--- src/fetch_params.svh ---
`ifndef FETCH_PARAMS_SVH
`define FETCH_PARAMS_SVH

// first fetch address out of reset
`define FETCH_RESET_PC      32'h0000_1000

// instruction queue entries
`define FETCH_QUEUE_DEPTH   8

`define ICACHE_SETS         8   // lines in the direct-mapped icache

`endif

--- src/fetch_pkg.sv ---
`default_nettype none

package fetch_pkg;

    // eight instruction words
    typedef logic [255:0] cache_line_t;

    typedef logic [26:0] line_addr_t;   // pc[31:5]

    // what decode gets per instruction
    typedef struct packed {
        logic [63:0] order;   // sequence number
        logic [31:0] pc;
        logic [31:0] inst;
    } fetch_entry_t;

endpackage

`default_nettype wire

--- src/line_if.sv ---
`timescale 1ns/1ps
`default_nettype none

// line request from requester, line plus resp pulse back from server
interface line_if;
    import fetch_pkg::*;

    logic        req;
    line_addr_t  addr;
    cache_line_t line;
    logic        resp;

    // req and addr held until resp
    modport requester (
        output req,
        output addr,
        input  line,
        input  resp
    );

    modport server (
        input  req,
        input  addr,
        output line,
        output resp
    );

endinterface

`default_nettype wire

--- src/fetch_top.sv ---
`timescale 1ns/1ps
`default_nettype none

`include "fetch_params.svh"

module fetch_top (
    input  logic                    clk,
    input  logic                    rst,

    input  logic                    redirect_i,
    input  logic [31:0]             redirect_pc_i,

    input  logic                    deq_i,
    output logic                    valid_o,
    output fetch_pkg::fetch_entry_t entry_o,

    output logic [31:0]             bmem_addr_o,
    output logic                    bmem_read_o,
    input  logic                    bmem_ready_i,
    input  logic [31:0]             bmem_raddr_i,
    input  logic [63:0]             bmem_rdata_i,
    input  logic                    bmem_rvalid_i
);
    import fetch_pkg::*;

    line_if fetch_ic ();    // fetch_unit -> icache
    line_if ic_refill ();   // icache -> line_refill

    logic         enq;
    fetch_entry_t enq_entry;
    logic         q_full;
    logic         q_empty;

    assign valid_o = !q_empty;

    fetch_unit i_fetch_unit (
        .clk           (clk),
        .rst           (rst),
        .redirect_i    (redirect_i),
        .redirect_pc_i (redirect_pc_i),
        .ic            (fetch_ic.requester),
        .enq_o         (enq),
        .enq_entry_o   (enq_entry),
        .full_i        (q_full)
    );

    icache i_icache (
        .clk (clk),
        .rst (rst),
        .up  (fetch_ic.server),
        .dn  (ic_refill.requester)
    );

    line_refill i_line_refill (
        .clk           (clk),
        .rst           (rst),
        .up            (ic_refill.server),
        .bmem_addr_o   (bmem_addr_o),
        .bmem_read_o   (bmem_read_o),
        .bmem_ready_i  (bmem_ready_i),
        .bmem_raddr_i  (bmem_raddr_i),
        .bmem_rdata_i  (bmem_rdata_i),
        .bmem_rvalid_i (bmem_rvalid_i)
    );

    inst_queue #(
        .DEPTH (`FETCH_QUEUE_DEPTH)
    ) i_inst_queue (
        .clk     (clk),
        .rst     (rst),
        .flush_i (redirect_i),
        .enq_i   (enq),
        .entry_i (enq_entry),
        .full_o  (q_full),
        .deq_i   (deq_i),
        .entry_o (entry_o),
        .empty_o (q_empty)
    );

endmodule

`default_nettype wire

--- src/fetch_unit.sv ---
`timescale 1ns/1ps
`default_nettype none

`include "fetch_params.svh"

module fetch_unit (
    input  logic                    clk,
    input  logic                    rst,
    input  logic                    redirect_i,
    input  logic [31:0]             redirect_pc_i,
    line_if.requester               ic,
    output logic                    enq_o,
    output fetch_pkg::fetch_entry_t enq_entry_o,
    input  logic                    full_i
);
    import fetch_pkg::*;

    logic [31:0] pc;
    logic [63:0] order;
    cache_line_t buf_line;   // line buffer
    line_addr_t  buf_addr;
    logic        buf_valid;
    logic        req_q;
    line_addr_t  req_addr_q;
    logic        buf_hit;
    logic        keep_resp;
    logic [31:0] word;

    assign buf_hit = buf_valid && (buf_addr == pc[31:5]);
    assign word    = buf_line[pc[4:2]*32 +: 32];
    assign enq_o   = buf_hit && !full_i;

    assign enq_entry_o = '{order: order, pc: pc, inst: word};

    // stale line after a redirect is dropped
    assign keep_resp = req_q && ic.resp && !redirect_i && (req_addr_q == pc[31:5]);

    assign ic.req  = req_q;
    assign ic.addr = req_addr_q;

    always_ff @(posedge clk) begin
        if (rst) begin
            pc        <= `FETCH_RESET_PC;
            order     <= 64'd0;
            buf_valid <= 1'b0;
            req_q     <= 1'b0;
        end else begin
            if (redirect_i) begin
                pc <= redirect_pc_i;
            end else if (enq_o) begin
                pc <= pc + 32'd4;
            end
            if (enq_o) order <= order + 64'd1;   // flushed entries count too

            if (req_q) begin
                if (ic.resp) req_q <= 1'b0;
            end else if (!buf_hit && !redirect_i) begin
                req_q <= 1'b1;
            end
            if (keep_resp) buf_valid <= 1'b1;
        end
    end

    always_ff @(posedge clk) begin
        if (!req_q) req_addr_q <= pc[31:5];   // frozen while req is up
        if (keep_resp) begin
            buf_line <= ic.line;
            buf_addr <= req_addr_q;
        end
    end

    // icache answers only an open request
    a_resp_while_req: assert property (
        @(posedge clk) disable iff (rst) ic.resp |-> req_q
    );

endmodule

`default_nettype wire

--- src/icache.sv ---
`timescale 1ns/1ps
`default_nettype none

`include "fetch_params.svh"

module icache (
    input  logic        clk,
    input  logic        rst,
    line_if.server      up,     // from fetch
    line_if.requester   dn      // to refill
);
    import fetch_pkg::*;

    localparam int SETS  = `ICACHE_SETS;
    localparam int IDX_W = $clog2(SETS);
    localparam int TAG_W = $bits(line_addr_t) - IDX_W;

    typedef enum logic [1:0] {
        S_IDLE,
        S_MISS,
        S_RESP
    } state_t;

    state_t             state;
    cache_line_t        data_arr [SETS];
    logic [TAG_W-1:0]   tag_arr  [SETS];
    logic [SETS-1:0]    valid_arr;
    cache_line_t        line_q;
    logic [IDX_W-1:0]   idx;
    logic [TAG_W-1:0]   tag;
    logic               hit;

    assign idx = up.addr[IDX_W-1:0];
    assign tag = up.addr[$bits(line_addr_t)-1:IDX_W];
    assign hit = valid_arr[idx] && (tag_arr[idx] == tag);

    assign up.line = line_q;
    assign up.resp = (state == S_RESP);
    assign dn.req  = (state == S_MISS);
    assign dn.addr = up.addr;   // requester holds addr through the miss

    always_ff @(posedge clk) begin
        if (rst) begin
            state     <= S_IDLE;
            valid_arr <= '0;
            for (int i = 0; i < SETS; i++) begin
                tag_arr[i] <= '0;
            end
        end else begin
            case (state)
                S_IDLE: begin
                    if (up.req) state <= hit ? S_RESP : S_MISS;
                end
                S_MISS: begin
                    if (dn.resp) begin
                        valid_arr[idx] <= 1'b1;
                        tag_arr[idx]   <= tag;
                        state          <= S_RESP;
                    end
                end
                default: state <= S_IDLE;
            endcase
        end
    end

    always_ff @(posedge clk) begin
        if (state == S_IDLE && up.req && hit) line_q <= data_arr[idx];
        if (state == S_MISS && dn.resp) begin
            data_arr[idx] <= dn.line;
            line_q        <= dn.line;   // answer with the fresh line
        end
    end

    // refill only answers a miss we asked for
    a_refill_resp_on_miss: assert property (
        @(posedge clk) disable iff (rst) dn.resp |-> state == S_MISS
    );

endmodule

`default_nettype wire

--- src/inst_queue.sv ---
`timescale 1ns/1ps
`default_nettype none

module inst_queue #(
    parameter int DEPTH = 8
) (
    input  logic                    clk,
    input  logic                    rst,
    input  logic                    flush_i,
    input  logic                    enq_i,
    input  fetch_pkg::fetch_entry_t entry_i,
    output logic                    full_o,
    input  logic                    deq_i,
    output fetch_pkg::fetch_entry_t entry_o,
    output logic                    empty_o
);
    import fetch_pkg::*;

    localparam int PTR_W = $clog2(DEPTH);
    localparam int CNT_W = $clog2(DEPTH + 1);
    localparam logic [PTR_W-1:0] LAST_PTR = PTR_W'(DEPTH - 1);
    localparam logic [CNT_W-1:0] FULL_CNT = CNT_W'(DEPTH);

    fetch_entry_t     mem [DEPTH];
    logic [PTR_W-1:0] rd_ptr;
    logic [PTR_W-1:0] wr_ptr;
    logic [CNT_W-1:0] count;
    logic             do_enq;
    logic             do_deq;

    assign full_o  = (count == FULL_CNT);
    assign empty_o = (count == '0);
    assign entry_o = mem[rd_ptr];
    assign do_enq  = enq_i && !full_o;
    assign do_deq  = deq_i && !empty_o;

    always_ff @(posedge clk) begin
        if (rst || flush_i) begin
            rd_ptr <= '0;
            wr_ptr <= '0;
            count  <= '0;
        end else begin
            if (do_enq) wr_ptr <= (wr_ptr == LAST_PTR) ? '0 : wr_ptr + 1'b1;
            if (do_deq) rd_ptr <= (rd_ptr == LAST_PTR) ? '0 : rd_ptr + 1'b1;
            if (do_enq && !do_deq) begin
                count <= count + 1'b1;
            end else if (do_deq && !do_enq) begin
                count <= count - 1'b1;
            end
        end
    end

    always_ff @(posedge clk) begin
        if (do_enq) mem[wr_ptr] <= entry_i;   // slot is dead anyway on flush
    end

endmodule

`default_nettype wire

--- src/line_refill.sv ---
`timescale 1ns/1ps
`default_nettype none

module line_refill (
    input  logic         clk,
    input  logic         rst,
    line_if.server       up,
    output logic [31:0]  bmem_addr_o,
    output logic         bmem_read_o,
    input  logic         bmem_ready_i,
    input  logic [31:0]  bmem_raddr_i,
    input  logic [63:0]  bmem_rdata_i,
    input  logic         bmem_rvalid_i
);
    import fetch_pkg::*;

    typedef enum logic [1:0] {
        S_IDLE,
        S_ISSUE,
        S_BEATS,
        S_DONE
    } state_t;

    state_t      state;
    logic [1:0]  beat_cnt;
    line_addr_t  addr_q;
    cache_line_t line_q;

    assign bmem_addr_o = {addr_q, 5'b0};
    assign bmem_read_o = (state == S_ISSUE) && bmem_ready_i;   // one-cycle strobe
    assign up.line     = line_q;
    assign up.resp     = (state == S_DONE);

    always_ff @(posedge clk) begin
        if (rst) begin
            state    <= S_IDLE;
            beat_cnt <= 2'd0;
        end else begin
            case (state)
                S_IDLE: if (up.req) state <= S_ISSUE;
                S_ISSUE: begin
                    if (bmem_ready_i) begin
                        state    <= S_BEATS;
                        beat_cnt <= 2'd0;
                    end
                end
                S_BEATS: begin
                    if (bmem_rvalid_i) begin
                        beat_cnt <= beat_cnt + 2'd1;
                        if (beat_cnt == 2'd3) state <= S_DONE;
                    end
                end
                default: state <= S_IDLE;   // resp cycle
            endcase
        end
    end

    always_ff @(posedge clk) begin
        if (state == S_IDLE) addr_q <= up.addr;
        // beats placed by their own address
        if (state == S_BEATS && bmem_rvalid_i) begin
            line_q[bmem_raddr_i[4:3]*64 +: 64] <= bmem_rdata_i;
        end
    end

    // memory must not return data unless a read was issued
    a_rvalid_outstanding: assert property (
        @(posedge clk) disable iff (rst) bmem_rvalid_i |-> state == S_BEATS
    );

endmodule

`default_nettype wire
--- config.mk ---
export PLATFORM = sky130hd
export DESIGN_NAME = fetch_top
export DESIGN_NICKNAME = d
export VERILOG_FILES = /design/src/fetch_pkg.sv /design/src/line_if.sv /design/src/fetch_top.sv /design/src/fetch_unit.sv /design/src/icache.sv /design/src/inst_queue.sv /design/src/line_refill.sv
export VERILOG_INCLUDE_DIRS = /design/src /design/src/src
export SDC_FILE = /design/constraint.sdc
export NUM_CORES = 2
export LEC_CHECK = 0
export BUFFER_PORTS_ARGS = -buffer_cell sky130_fd_sc_hd__buf_2
export CELL_PAD_IN_SITES_DETAIL_PLACEMENT = 2
export CELL_PAD_IN_SITES_GLOBAL_PLACEMENT = 2
export CORE_ASPECT_RATIO = 1.25
export CORE_MARGIN = 4
export CORE_UTILIZATION = 48
export CTS_BUF_LIST = sky130_fd_sc_hd__clkbuf_4 sky130_fd_sc_hd__clkbuf_8 sky130_fd_sc_hd__clkbuf_16
export CTS_CLUSTER_SIZE = 40
export DETAILED_ROUTE_END_ITERATION = 10
export GPL_TIMING_DRIVEN = 1
export PLACE_DENSITY = 0.89
export SYNTH_ARGS = -nofsm -noshare
export SYNTH_HDL_FRONTEND = slang
export SYNTH_SLANG_ARGS = --single-unit
--- constraint.sdc ---
create_clock -name clk -period 40.2 [get_ports clk]
set_input_delay 6.03 -clock clk [delete_from_list [all_inputs] [get_ports clk]]
set_output_delay 6.03 -clock clk [all_outputs]
set_load 0.02 [all_outputs]
==> metrics.txt, run 1 <==
status did not finish; last step reached detailed placement; Run Error [ERROR DPL-0033] detailed placement checks failed during check placement.; xor/xnor share of the synthesized area 0.007649; DIE WIDTH between 500 and 600 um; Yosys top cell by area edfxtp_1; Seq/Total Area, Yosys 0.7753; largest family of logic cells by synthesized area multiplexers; Final HPWL DP approximately 410000 um; cell row count about 240; die height between 600 and 700 um; GP Congestion 0.7821; Syn Area/Cell 18.19 um2; Ys Warns 0; post-synthesis mux area share 0.1006; Synth top area share 0.7596; count leader, synth edfxtp_1; Unique masters post-synth 65; IO Port Bufs between 200 and 300; Synth Instances 8941; Yosys reg bits about 4200; Simple-Gate Fraction of Synth Area 0.04782; number of flops mapped to enable cells by yosys between 4000 and 5000; Initial Util 0.4828; area of the mapped netlist ~160000 um2; Synth area leaders edfxtp_1, mux4_2, mux2_2, mux2i_1, dfxtp_1; FFs w/ async S/R, synth 0; post-synthesis adder-cell area fraction 0.001585; Top FF cell, synth edfxtp_1; top cells by count, synth edfxtp_1, nor2_1, a21oi_1, clkbuf_1, mux4_2; compound-cell area share of the yosys netlist 0.05237; I/O pin cnt about 300
cells by family after synthesis:
kind of cell | count (synthesis)
AO/OA/AOI/OAI | 1264
other | 1
AND/OR/NAND/NOR | 1579
XOR/XNOR | 142
adder cells (fa/ha/maj) | 20
flip-flops | 4241
buffers and inverters | 611
multiplexers | 1083
metrics by stage:
stage / hold slack (ps) / std cells / worst slack (ps) / cell area, um2
after floorplan: 400.3 / 8945 / 5412 / 162600
after global placement: 400.4 / 13239 / 27660 / 169200
==> inputs of run 2 (changes only) <==
--- a/config.mk
+++ b/config.mk
@@ -7,16 +7,11 @@
 export NUM_CORES = 2
 export LEC_CHECK = 0
 export BUFFER_PORTS_ARGS = -buffer_cell sky130_fd_sc_hd__buf_2
-export CELL_PAD_IN_SITES_DETAIL_PLACEMENT = 2
-export CELL_PAD_IN_SITES_GLOBAL_PLACEMENT = 2
-export CORE_ASPECT_RATIO = 1.25
 export CORE_MARGIN = 4
-export CORE_UTILIZATION = 48
-export CTS_BUF_LIST = sky130_fd_sc_hd__clkbuf_4 sky130_fd_sc_hd__clkbuf_8 sky130_fd_sc_hd__clkbuf_16
-export CTS_CLUSTER_SIZE = 40
+export CORE_UTILIZATION = 35
 export DETAILED_ROUTE_END_ITERATION = 10
 export GPL_TIMING_DRIVEN = 1
-export PLACE_DENSITY = 0.89
+export PLACE_DENSITY_LB_ADDON = 0.15
 export SYNTH_ARGS = -nofsm -noshare
 export SYNTH_HDL_FRONTEND = slang
 export SYNTH_SLANG_ARGS = --single-unit
==> run 2 against run 1 <==
Compared with the run above: the run now ends clean; synthesized cell count unchanged; area after synthesis stayed put.
==> metrics.txt, run 2 <==
max reg flops around 2000; Die ar. 475500 um2; Regs by FF count i_icache.data_arr x2048, i_inst_queue.mem x1024; FFs w/ async S/R, synth 0 (unchanged); worst reg-to-reg path cell count 11; drt total wl 451300 um; Synth top area share 0.7596 (unchanged); Ys Warns 0 (unchanged); CP Cell Sequence buf_2 -> and2_1 -> buf_2; Peak VDD IR between 40 and 50 uV; Largest stage delay, worst path roughly 150 ps; number of flops mapped to enable cells by yosys 4113 (unchanged); Wirelength per Cell 28.50 um; cell row count 250 (+5.0%); TritonCTS clock tree done; vias in the first global route approximately 86000; Seq pwr share 0.522; Final HPWL DP 236000 um (-42%); Hold Path Sink i_fetch_unit.buf_line[171]; Iteration-0 DRC Markers approximately 7700; Yosys top cell by area edfxtp_1; Slew headroom 0.2082; drt pass-1 iters 5; Layout Nets approximately 9400; post-route ant nets 0; DIE WIDTH 689.6 um (+30%); Slew Viols, Final 0; Arr. time, crit path 6440 ps; HP Start i_icache.up.line[171]; Worst Setup Start Kind input pin; Worst Tran Pin Value roughly 1200 ps; final-report setup violation count 0; Clk Latency, worst-skew pair between 900 and 1000 ps; clock sink count around 4200; pwr dens roughly 51 nW/um2; Yosys reg bits 4241 (unchanged); share of post-route cells with drive strength above 1 0.2023; leakage power roughly 59 nW; count leader, synth edfxtp_1; area delta synth->final 14.23%; total CTS buffers between 400 and 500; Final Critical Period 12470 ps; Std-Cell Core Area approximately 460000 um2; combinational power share 0.053; DP Worst Slack approximately 28000 ps; total gr overflow 0; worst reg2reg setup slack between 30000 and 40000 ps; Hold WC Path Type reg -> reg; routed via count 83889; critical path class in -> out; Slowest-stage cell, CP buf_2; RR Startpoint i_fetch_unit.ic.addr[2]; area of the mapped netlist 162600 um2 (unchanged); IO Port Bufs 260 (unchanged); Top FF cell, synth edfxtp_1; Reg with most FFs i_icache.data_arr; P_int around 0.0074 W; Max Cap Violations 0; I/O pin cnt 296 (unchanged); top cells by count, synth edfxtp_1, nor2_1, a21oi_1, clkbuf_1, mux4_2; post-CTS sizing 0; final worst slack around 28000 ps; Filler Cell Count slightly above 40000; CP most frequent cell buf_2; Setup Buffers After CTS 0; vias per cell 5.298; unrepaired setup endpoints after global routing false; status complete, no violations; Synth area leaders edfxtp_1, mux4_2, mux2_2, mux2i_1, dfxtp_1; final worst path period share 0.3101; GP Congestion 0.7404 (-5.3%); die height 689.6 um (+4.7%); placed insts roughly 15000; hold depth 0; CTS Root Cell clkbuf_16; Max Buffers Root-to-Sink 4; initial antenna violation count 65; commonest non-fill, non-tap cells in the layout edfxtp_1, nor2_1, clkbuf_16, a21oi_1, mux4_2; Synth Instances 8941 (unchanged); GRT Total Usage 0.1865; largest net degree at the start of global routing 139; most common cell after layout, fill and taps aside edfxtp_1; Hold Vio Cnt, Final 0; clock skew around 43 ps; endpoint required time on the critical path between 30000 and 40000 ps; clock transition at the registers of the reported paths 60 ps; H-tree Lvls 5; power share of the clock group 0.425; Sw Pwr 0.002079 W; Unique masters post-synth 65 (unchanged); DR DRC count 0; Initial Util 0.3510 (-0.1318); Seq/Total Area, Yosys 0.7753 (unchanged); setup_tns 0 ps; Syn Area/Cell 18.19 um2 (unchanged); Max Clk Rate around 80 MHz; Post-Layout Cell Count about 16000; Crit. End Element output port; worst-path fanout max 2; global-route wire length before repair roughly 640000 um; sw frac 0.2204; hold buffers post-CTS 0; Reg-to-Reg End i_icache.up.line[164]
==> run 2: cell counts after synthesis <==
Identical to the previous run, type by type.
==> run 2: worst max-delay path, delay by kind of cell <==
family        cells  cell delay [ps]
buf+inv           2              260
simple gates      1              140
==> run 2: layout make-up <==
| type | count | area (um2) | share of cell area |
|---|---|---|---|
| multi-input cells | 4093 | 34520 | 0.1858 |
| well taps | 6174 | 7725 | 0.04159 |
| clock inverters | 234 | 2042 | 0.01099 |
| flip-flops and latches | 4241 | 126100 | 0.6789 |
| diodes | 15 | 37.54 | 0.0002021 |
| repair buffers | 456 | 3050 | 0.01642 |
| inverters | 31 | 116.4 | 0.0006265 |
| clock buffers | 591 | 12150 | 0.06543 |
==> run 2: metal layers <==
layer / track usage / up-vias / wire length (um)
met4: 0.03697 / 18 / 8678
met1: 0.2596 / 44596 / 199400
met2: 0.3132 / 2331 / 218700
met5: 0 / - / 126
met3: 0.02673 / 647 / 24450
li1: - / 36297 / -
==> run 2: power groups by stage <==
stage / clock network, W / logic, W / registers (W)
global placement: 0 / 0.000504 / 0.00501
CTS: 0.00412 / 0.000507 / 0.00492
floorplan: 0 / 0.000295 / 0.00500
global route: 0.00431 / 0.000537 / 0.00493
detailed placement: 0 / 0.000506 / 0.00502
finish: 0.00401 / 0.000498 / 0.00492
==> run 2: per-stage QoR <==
step | cell area, um2 | util | power [W] | hold WS (ps)
finish | 185700 | 0.4009 | 0.009435 | 408.3
detailed placement | 171500 | 0.3702 | 0.005521 | 404.5
global route | 185700 | 0.4009 | 0.009771 | 407.9
global placement | 171500 | 0.3702 | 0.005516 | 401.7
CTS | 185700 | 0.4009 | 0.009552 | 399.0
floorplan | 162600 | - | 0.005298 | 400.3
==> run 2: worst max-delay path by stage <==
stage	startpoint	to	slack [ps]	depth (start not counted)
final	bmem_ready_i	bmem_read_o	27730	3
after global routing	bmem_ready_i	bmem_read_o	27720	3
after CTS	bmem_ready_i	bmem_read_o	27730	3
after detailed placement	bmem_ready_i	bmem_read_o	27730	3
after global placement	bmem_ready_i	bmem_read_o	27750	3
after floorplan	redirect_i	i_fetch_unit.buf_addr[0]	5410	4
==> run 2: cells by family after synthesis <==
family          after synthesis  synth area share
xor+xnor                    142          0.007649
flops                      4241            0.7753
compound gates             1264           0.05237
buf+inv                     611           0.01460
other cells                   1        0.00002306
simple gates               1579           0.04782
fa+ha+maj                    20          0.001585
mux                        1083            0.1006
Power figures use the tool's default switching activity.
